## src/source/exec_cfg.svh

```systemverilog
`ifndef EXEC_CFG_SVH
`define EXEC_CFG_SVH

// datapath width, fixed by the instruction set
`define EXEC_XLEN 32

// register file address width
`define EXEC_RAW 5

// byte lanes per data word
`define EXEC_LANES (`EXEC_XLEN / 8)

// sequential pc step
`define EXEC_PC_STEP 4

`endif
```

## src/source/exec_pkg.sv

```systemverilog
`default_nettype none
`include "exec_cfg.svh"

package exec_pkg;

    typedef enum logic [3:0] {
        alu_add, alu_sub, alu_slt, alu_sltu,
        alu_and, alu_or, alu_nor, alu_xor,
        alu_sll, alu_srl, alu_sra, alu_lui
    } alu_op_e;

    typedef enum logic [3:0] {
        br_none, br_beq, br_bne, br_blt, br_bge,
        br_bltu, br_bgeu, br_jump, br_jump_reg
    } br_kind_e;

    typedef enum logic [1:0] {
        mem_byte, mem_half, mem_word
    } mem_size_e;

    typedef struct packed {
        alu_op_e                alu_op;
        br_kind_e               br_kind;
        logic                   pred_taken;
        logic                   src1_is_pc;
        logic                   src2_is_imm;
        logic                   src2_is_4;
        logic                   gr_we;
        logic [`EXEC_RAW-1:0]   dest;
        logic                   mem_we;
        logic                   mem_rd;   // load, result comes from the cache
        mem_size_e              mem_size;
        logic                   use_mul;
        logic                   mul_high;
        logic                   mul_unsigned;
        logic [`EXEC_XLEN-1:0]  imm;
        logic [`EXEC_RAW-1:0]   raddr1;
        logic [`EXEC_RAW-1:0]   raddr2;
        logic [`EXEC_XLEN-1:0]  rj_value;
        logic [`EXEC_XLEN-1:0]  rkd_value;
        logic [`EXEC_XLEN-1:0]  pc;
    } dec_bus_t;

    typedef struct packed {
        logic                   we;
        logic [`EXEC_RAW-1:0]   dest;
        logic [`EXEC_XLEN-1:0]  data;
    } fwd_t;

    typedef struct packed {
        logic                   gr_we;
        logic [`EXEC_RAW-1:0]   dest;
        logic [`EXEC_XLEN-1:0]  result;
        logic [`EXEC_XLEN-1:0]  pc;
    } wb_bus_t;

    typedef struct packed {
        logic                   flush;
        logic [`EXEC_XLEN-1:0]  target;
    } redirect_t;

    typedef struct packed {
        logic                    we;
        logic                    rd;
        logic [`EXEC_LANES-1:0]  be;
        logic [`EXEC_XLEN-1:0]   addr;
        logic [`EXEC_XLEN-1:0]   wdata;
    } dmem_req_t;

    typedef struct packed {
        logic                   ready;
        logic                   rvalid;
        logic [`EXEC_XLEN-1:0]  rdata;
    } dmem_resp_t;

endpackage

`default_nettype wire

```

## src/source/exec_stage.sv

```systemverilog
`default_nettype none
`include "exec_cfg.svh"

module exec_stage import exec_pkg::*; (
    input  wire logic       clk,
    input  wire logic       reset,
    input  wire logic       ds_valid,
    input  wire dec_bus_t   ds_bus,
    output logic            es_allowin,
    input  wire logic       ws_allowin,
    output logic            es_valid_out,
    output wb_bus_t         es_bus,
    input  wire fwd_t       fwd1,
    input  wire fwd_t       fwd2,
    output fwd_t            fwd_out,
    output redirect_t       redirect,
    output dmem_req_t       dmem_req,
    input  wire dmem_resp_t dmem_resp
);

    logic                  es_valid;
    dec_bus_t              bus_r;
    logic [`EXEC_XLEN-1:0] rj_value;
    logic [`EXEC_XLEN-1:0] rkd_value;
    logic [`EXEC_XLEN-1:0] src1;
    logic [`EXEC_XLEN-1:0] src2;
    logic [`EXEC_XLEN-1:0] alu_result;
    logic [`EXEC_XLEN-1:0] mul_result;
    logic [`EXEC_XLEN-1:0] mem_result;
    logic [`EXEC_XLEN-1:0] final_result;
    logic                  zero;
    logic                  less_signed;
    logic                  less_unsigned;

    // single-entry slot, ready_go is always true
    assign es_allowin   = !es_valid || ws_allowin;
    assign es_valid_out = es_valid;

    always_ff @(posedge clk) begin
        if (reset) begin
            es_valid <= 1'b0;
        end else if (es_allowin) begin
            es_valid <= ds_valid;
        end
    end

    always_ff @(posedge clk) begin
        if (ds_valid && es_allowin) begin
            bus_r <= ds_bus;
        end
    end

    operand_bypass i_bypass_rj (
        .raddr     (bus_r.raddr1),
        .reg_value (bus_r.rj_value),
        .fwd1      (fwd1),
        .fwd2      (fwd2),
        .value     (rj_value)
    );

    operand_bypass i_bypass_rkd (
        .raddr     (bus_r.raddr2),
        .reg_value (bus_r.rkd_value),
        .fwd1      (fwd1),
        .fwd2      (fwd2),
        .value     (rkd_value)
    );

    assign src1 = bus_r.src1_is_pc ? bus_r.pc : rj_value;
    assign src2 = bus_r.src2_is_imm ? bus_r.imm :
                  bus_r.src2_is_4   ? `EXEC_XLEN'(`EXEC_PC_STEP) : rkd_value;  // link address

    exec_alu i_alu (
        .op            (bus_r.alu_op),
        .src1          (src1),
        .src2          (src2),
        .result        (alu_result),
        .zero          (zero),
        .less_signed   (less_signed),
        .less_unsigned (less_unsigned)
    );

    exec_mul i_mul (
        .src1        (src1),
        .src2        (src2),
        .high        (bus_r.mul_high),
        .is_unsigned (bus_r.mul_unsigned),
        .result      (mul_result)
    );

    branch_resolve i_branch (
        .valid         (es_valid),
        .kind          (bus_r.br_kind),
        .pred_taken    (bus_r.pred_taken),
        .zero          (zero),
        .less_signed   (less_signed),
        .less_unsigned (less_unsigned),
        .pc            (bus_r.pc),
        .rj            (rj_value),
        .imm           (bus_r.imm),
        .redirect      (redirect)
    );

    lsu_align i_lsu (
        .valid      (es_valid),
        .mem_we     (bus_r.mem_we),
        .mem_rd     (bus_r.mem_rd),
        .size       (bus_r.mem_size),
        .base       (rj_value),
        .offset     (bus_r.imm),
        .store_data (rkd_value),
        .req        (dmem_req)
    );

    assign mem_result = (dmem_resp.ready && dmem_resp.rvalid) ? dmem_resp.rdata : '0;

    // load, then product, then alu
    assign final_result = bus_r.mem_rd  ? mem_result :
                          bus_r.use_mul ? mul_result : alu_result;

    assign es_bus.gr_we  = bus_r.gr_we;
    assign es_bus.dest   = bus_r.dest;
    assign es_bus.result = final_result;
    assign es_bus.pc     = bus_r.pc;

    assign fwd_out.we   = es_valid && bus_r.gr_we;
    assign fwd_out.dest = bus_r.dest;
    assign fwd_out.data = final_result;

endmodule

`default_nettype wire

```

## src/source/lsu_align.sv

```systemverilog
`default_nettype none
`include "exec_cfg.svh"

module lsu_align import exec_pkg::*; (
    input  wire logic                  valid,
    input  wire logic                  mem_we,
    input  wire logic                  mem_rd,
    input  wire mem_size_e             size,
    input  wire logic [`EXEC_XLEN-1:0] base,
    input  wire logic [`EXEC_XLEN-1:0] offset,
    input  wire logic [`EXEC_XLEN-1:0] store_data,
    output dmem_req_t                  req
);

    logic [`EXEC_XLEN-1:0]  addr;
    logic [`EXEC_LANES-1:0] lane_mask;
    logic [`EXEC_XLEN-1:0]  lane_data;
    logic                   store;

    assign addr  = base + offset;
    assign store = valid && mem_we;

    always_comb begin
        case (size)
            mem_byte: begin
                lane_mask = `EXEC_LANES'(1) << addr[1:0];
                lane_data = {4{store_data[7:0]}};
            end
            mem_half: begin
                lane_mask = addr[1] ? 4'b1100 : 4'b0011;
                lane_data = {2{store_data[15:0]}};
            end
            default: begin
                lane_mask = '1;  // full word
                lane_data = store_data;
            end
        endcase
    end

    assign req.we    = store;
    assign req.rd    = valid && mem_rd;
    assign req.be    = store ? lane_mask : '0;
    assign req.addr  = addr;
    assign req.wdata = lane_data;

endmodule

`default_nettype wire

```

## src/source/branch_resolve.sv

```systemverilog
`default_nettype none
`include "exec_cfg.svh"

module branch_resolve import exec_pkg::*; (
    input  wire logic                  valid,
    input  wire br_kind_e              kind,
    input  wire logic                  pred_taken,
    input  wire logic                  zero,
    input  wire logic                  less_signed,
    input  wire logic                  less_unsigned,
    input  wire logic [`EXEC_XLEN-1:0] pc,
    input  wire logic [`EXEC_XLEN-1:0] rj,
    input  wire logic [`EXEC_XLEN-1:0] imm,
    output redirect_t                  redirect
);

    logic                  taken;
    logic [`EXEC_XLEN-1:0] jump_target;

    always_comb begin
        case (kind)
            br_beq:      taken = zero;
            br_bne:      taken = !zero;
            br_blt:      taken = less_signed;
            br_bge:      taken = !less_signed;
            br_bltu:     taken = less_unsigned;
            br_bgeu:     taken = !less_unsigned;
            br_jump:     taken = 1'b1;
            br_jump_reg: taken = 1'b1;
            default:     taken = 1'b0;  // br_none
        endcase
    end

    assign jump_target = (kind == br_jump_reg) ? (rj + imm) : (pc + imm);

    assign redirect.target = taken ? jump_target : (pc + `EXEC_XLEN'(`EXEC_PC_STEP));
    assign redirect.flush  = valid && (taken != pred_taken);  // mispredict

endmodule

`default_nettype wire

```

## src/source/exec_mul.sv

```systemverilog
`default_nettype none
`include "exec_cfg.svh"

module exec_mul (
    input  wire logic [`EXEC_XLEN-1:0] src1,
    input  wire logic [`EXEC_XLEN-1:0] src2,
    input  wire logic                  high,
    input  wire logic                  is_unsigned,
    output logic [`EXEC_XLEN-1:0]      result
);

    logic signed [`EXEC_XLEN:0]       op_a;
    logic signed [`EXEC_XLEN:0]       op_b;
    logic signed [2*`EXEC_XLEN+1:0]   product;

    // one extra bit lets a signed multiply cover both cases
    assign op_a = {(is_unsigned ? 1'b0 : src1[`EXEC_XLEN-1]), src1};
    assign op_b = {(is_unsigned ? 1'b0 : src2[`EXEC_XLEN-1]), src2};

    assign product = op_a * op_b;

    assign result = high ? product[2*`EXEC_XLEN-1:`EXEC_XLEN]
                         : product[`EXEC_XLEN-1:0];

endmodule

`default_nettype wire

```

## src/source/exec_alu.sv

```systemverilog
`default_nettype none
`include "exec_cfg.svh"

module exec_alu import exec_pkg::*; (
    input  wire alu_op_e               op,
    input  wire logic [`EXEC_XLEN-1:0] src1,
    input  wire logic [`EXEC_XLEN-1:0] src2,
    output logic [`EXEC_XLEN-1:0]      result,
    output logic                       zero,
    output logic                       less_signed,
    output logic                       less_unsigned
);

    logic [4:0] shamt;

    assign shamt = src2[4:0];

    // compare flags, also used by branch_resolve
    assign zero          = (src1 == src2);
    assign less_signed   = ($signed(src1) < $signed(src2));
    assign less_unsigned = (src1 < src2);

    always_comb begin
        case (op)
            alu_add: begin
                result = src1 + src2;
            end
            alu_sub: begin
                result = src1 - src2;
            end
            alu_slt: begin
                result = {{(`EXEC_XLEN-1){1'b0}}, less_signed};
            end
            alu_sltu: begin
                result = {{(`EXEC_XLEN-1){1'b0}}, less_unsigned};
            end
            alu_and: begin
                result = src1 & src2;
            end
            alu_or: begin
                result = src1 | src2;
            end
            alu_nor: begin
                result = ~(src1 | src2);
            end
            alu_xor: begin
                result = src1 ^ src2;
            end
            alu_sll: begin
                result = src1 << shamt;
            end
            alu_srl: begin
                result = src1 >> shamt;
            end
            alu_sra: begin
                result = $signed(src1) >>> shamt;
            end
            alu_lui: begin
                result = src2;  // upper immediate prepared by decode
            end
            default: begin
                result = '0;
            end
        endcase
    end

endmodule

`default_nettype wire

```

## src/source/operand_bypass.sv

```systemverilog
`default_nettype none
`include "exec_cfg.svh"

module operand_bypass import exec_pkg::*; (
    input  wire logic [`EXEC_RAW-1:0]  raddr,
    input  wire logic [`EXEC_XLEN-1:0] reg_value,
    input  wire fwd_t                  fwd1,
    input  wire fwd_t                  fwd2,
    output logic [`EXEC_XLEN-1:0]      value
);

    logic raddr_live;
    logic hit1;
    logic hit2;

    assign raddr_live = (raddr != '0);  // r0 reads as zero, never forwarded

    assign hit1 = fwd1.we && (fwd1.dest == raddr) && raddr_live;
    assign hit2 = fwd2.we && (fwd2.dest == raddr) && raddr_live;

    // nearest stage wins
    always_comb begin
        if (hit1) begin
            value = fwd1.data;
        end else if (hit2) begin
            value = fwd2.data;
        end else begin
            value = reg_value;
        end
    end

endmodule

`default_nettype wire

```

## config.mk

```make
export PLATFORM = sky130hd
export DESIGN_NAME = exec_stage
export DESIGN_NICKNAME = d
export VERILOG_FILES = /design/src/source/exec_pkg.sv /design/src/source/exec_stage.sv /design/src/source/lsu_align.sv /design/src/source/branch_resolve.sv /design/src/source/exec_mul.sv /design/src/source/exec_alu.sv /design/src/source/operand_bypass.sv
export VERILOG_INCLUDE_DIRS = /design/src /design/src/source
export SDC_FILE = /design/constraint.sdc
export NUM_CORES = 2
export LEC_CHECK = 0
export BUFFER_PORTS_ARGS = -buffer_cell sky130_fd_sc_hd__buf_2
export CAP_MARGIN = 0
export CORE_MARGIN = 5
export CORE_UTILIZATION = 53
export CTS_CLUSTER_DIAMETER = 120
export DETAILED_ROUTE_END_ITERATION = 6
export PLACE_DENSITY = 0.7
export SLEW_MARGIN = 20
export SYNTH_ARGS = -nofsm -noshare
export SYNTH_HDL_FRONTEND = slang
export SYNTH_SLANG_ARGS = --single-unit
```

## constraint.sdc

```tcl
create_clock -name clk -period 15 [get_ports clk]
set_input_delay 0.75 -clock clk [delete_from_list [all_inputs] [get_ports clk]]
set_output_delay 0.75 -clock clk [all_outputs]
set_load 0.01 [all_outputs]
```

# == Word level (Yosys, flattened, before mapping) ==
# Cells that the tools add are included.
# op_classes
mul,1
add_sub_neg,5
n_bitwise,4
reduce_logical,24
order_cmp,2
shifts,4
eq_ne,26
muxes,21
# ops
cell,n
32-bit 2-to-1 mux,13
32-bit case mux with 12 select lines,1
32-bit adder,3
32-bit < comparator,2
33-bit by 33-bit multiplier with 64-bit output,1
32-bit case mux with 2 select lines,1
32-bit by 3-bit adder with 32-bit output (second input constant),1
32-bit AND,1
32-bit == test,1
4-bit by 3-bit == test with 1-bit output (second input constant),8
32-bit inverter,1
32-bit bitwise OR,1
32-bit by 5-bit << shifter with 32-bit output,1
32-bit by 5-bit right shift with 32-bit output,1
32-bit by 5-bit >>> shifter with 32-bit output,1
32-bit subtractor,1
32-bit bitwise XOR,1
4-bit == test (second input constant),5
5-bit == test,4
4-bit by 2-bit == test with 1-bit output (second input constant),4
1-bit logical AND,14
5-bit nonzero test,2
4-bit by 1-bit == test with 1-bit output (second input constant),2
4-bit 2-to-1 mux,2
11 further kinds,15
# totals
ff_bits,164
wordCells,108
input_bits,277
out_inout_bits,213

# == Depth between registers and ports, before layout ==
# depth
depth_word,12
mapped_depth,43
ltp_nobuf,36

# == Cells and area by module ==
# From an unflattened synthesis, not the netlist that was laid out.
# hier_totals
cells_unflattened,7091
area_unflattened_um2,61625.4
# by_module_without_submodules
module,cells_each,seq_area_each_um2,area_each_um2,instances
exec_mul,4213,0.0,38112.8,1
exec_alu,1366,0.0,9071.2,1
exec_stage,401,4914.7,7006.7,1
branch_resolve,413,0.0,2992.9,1
operand_bypass,198,0.0,1153.6,2
lsu_align,302,0.0,2134.5,1

# == Worst setup path before layout ==
# OpenSTA, ideal clock, no wires.
# synth_timing
path_kind,input to output
from,in fwd1[35] in the netlist's numbering
to,out fwd_out[19] in the netlist's numbering
setup_slack_ps,3473
required_time_ps,14250
arrival_time_ps,10777
stages,39
path_buffers,8
path_cell_list,xnor2_1 -> o211ai_4 -> or2_2 -> buf_2 -> a31oi_1 -> a22oi_1 -> inv_2 -> clkbuf_1 -> clkbuf_1 -> buf_2 -> buf_2 -> buf_1 -> nand2_1 -> fa_1 -> fa_1 -> inv_1 -> fa_1 -> inv_1 -> [... 3 more ...] -> fa_1 -> fa_1 -> fa_1 -> ha_1 -> clkbuf_1 -> a21oi_1 -> o21ai_0 -> a31oi_1 -> nor4_1 -> o21ai_0 -> o31ai_1 -> a41oi_1 -> o311ai_0 -> a41oi_1 -> o21bai_1 -> xnor2_1 -> o22ai_1 -> buf_4
# synth_lines
element,line_no,text
start: declaration,exec_stage.sv:13,"input wire fwd_t fwd1,"
end: declaration,exec_stage.sv:15,"output fwd_t fwd_out,"

==> impl_metrics.toml <==
[outcome]
status = "completed"

[timing]
max_slew_margin = 0.0917
fin_skew_ps = 14.8
period_share = 0.955
worstMarginPinSlew_ps = 1360
tns_ps = 0
rsz0062_at_grt = "no"
slew_violations = 0
finalSetupViolCount = 0
hold_slack_ps = 438
fin_crit_ps = 14330
max_freq_mhz = 69.8
hold_viol = 0

[global_route]
grt_use_met2 = 0.659
grt_usage = 0.469
grt_use_met1 = 0.587
grt_pass1_vias = 56480
grt_pass1_wl_um = 398000
use_met3 = 0.183
grt_overflow_total = 0
grt_max_degree = 81
antenna_found_initial = 34
grt_busiest_layer = "met2"

[placement]
place_congestion = 1.15
portBuffers = 489
placed_area_um2 = 62800
dpl.hpwl_um = 226000

[logic_synthesis]
synth-seq-cells = 164
synthArstFlopShare = 0
yosysSeqAreaShare = 0.0831
ys_types = 102
synth_top_flop_cell = "edfxtp_1"
ys_warn_count = 0
syn_area_per_cell_um2 = 8.52
synth_edf_count = 163
syn_inst = 6944
syn_nets = 8722
syn_area_um2 = 59200

[floorplanning]
num_io_pins = 490
chipWidth_um = 344
placementRows = 122
initial_core_util = 0.534
dieArea_um2 = 118000
fp.dieH_um = 344
coreArea_um2 = 111000

[drt]
detail_route.wl_per_cell_um = 32.2
routed_via_density = 6.49
drt_iter0_drc = 7727
drc = 0
vias = 56337
routed_wl_um = 280000
drtAntennaViolNets = 0
dr.pass1.iters = 6

[setup_path]
reg2reg_from = "es_valid_out$_SDFFE_PP0N_"
endpoint_kind = "output port"
crit_fanout = 20
path_common_cell = "fa_1"
arrival_ps = 13580
cpPeakStageDelay_ps = 900
cp_top_family = "compound AO/OA/AOI/OAI gates"
crit_slowest_cell = "a31oi_1"
r2r_setup_slack_ps = 11860
required_ps = 14250
worstRegToRegCells = 4
startpoint_type = "flip-flop"
crit_type = "reg -> out"
r2r_end = "bus_r[101]$_DFFE_PP_"
critical_path_buf_inv_count = 10

[layout]
final_cell_mix = "1189 x inv_1, 1129 x fa_1, 1028 x nand2_1"
synthToLayoutAreaGrowth_pct = 7.34
fillers = 10260
drive_above_1_share = 0.119
fin_util = 0.573
nNetsFinal = 8948
final_cell_area_um2 = 63500
mostFrequentLayoutCell = "inv_1"

[clocking]
cts_buffers = 17
htree_num_levels = 4
ctsResizeCount = 0
worstSkewPairLatency_ps = 460
max-clock-path-buffers = 2
cts_root_buf = "clkbuf_16"
cts_setup_buffers = 0
postCtsHoldBufs = 0
cts_tree = "built"
clk_pin_slew_ps = 90
cts_sinks = 164

[min_path]
hold_path_depth = 2
holdCritPathClass = "in -> reg"
min-delay-start = "reset"
whs_endpoint = "es_valid_out$_SDFFE_PP0N_"

[flow_run]
maxCapViolCount = 0
[flip-flops by register name, indices dropped and copies added (netlist names)]
| signal | cells |
|---|---|
| bus_r | 125 |
| es_valid_out | 1 |
| es_bus | 38 |
[synthesized netlist by cell type (88+ instances only)]
master | n | share of area
nand2_1 | 1028 | 0.065
inv_1 | 1191 | 0.076
a21oi_1 | 258 | 0.022
mux2i_1 | 195 | 0.033
buf_4 | 88 | 0.011
clkbuf_1 | 273 | 0.017
o21ai_0 | 243 | 0.021
edfxtp_1 | 163 | 0.083
nor3_1 | 98 | 0.0083
ha_1 | 372 | 0.079
xnor2_1 | 131 | 0.019
fa_1 | 1129 | 0.38
nor2_1 | 568 | 0.036
[layer usage]
layer,wire (um),vias up
met1,98000,27906
met3,41300,1181
met2,113000,4533
met5,175,-
li1,-,22691
met4,26800,26
[metrics by stage]
stage               worst slack (ps)  instances
global placement                1900       8639
global route                     534       8681
finish                           674       8686
detailed placement              1810       8639
floorplan                       3470       6944
CTS                             1410       8671
[final cells by class]
type | instances | area, um2 | share of cell area
Tap cell | 1488 | 1860 | 0.0293
Multi-Input combinational cell | 5076 | 47500 | 0.748
Sequential cell | 164 | 4910 | 0.0774
Clock inverter | 15 | 199 | 0.00313
Inverter | 1222 | 4590 | 0.0722
Timing Repair Buffer | 689 | 3960 | 0.0624
Antenna cell | 15 | 37.5 | 0.000591
Clock buffer | 17 | 425 | 0.00670
[how the worst max path moves through the flow]
stage	cells after the start	endpoint	start
2_1_floorplan	39	fwd_out[19]	fwd1[35]
3_3_place_gp	38	fwd_out[30]	fwd2[33]
6_report	37	es_bus[51]	bus_r[104]$_DFFE_PP_
4_1_cts	36	fwd_out[30]	bus_r[104]$_DFFE_PP_
5_1_grt	37	es_bus[51]	bus_r[104]$_DFFE_PP_
3_5_place_dp	37	fwd_out[24]	fwd2[33]
[cells by family (layout without fill, tap and decap cells)]
logic type               count (synthesis)  count (layout)  synth area share
other                                    0              15                 0
multiplexers                           257             257            0.0455
adder cells (fa/ha/maj)               1501            1501             0.461
AND/OR/NAND/NOR                       1993            1993             0.141
XOR/XNOR                               186             186            0.0275
flip-flops                             164             164            0.0831
buffers and inverters                 1704            1943             0.115
AO/OA/AOI/OAI                         1139            1139             0.127
Power is left out: the tool's default activity adds up to more than one toggle a clock period on the data nets, which glitch-free logic cannot reach.
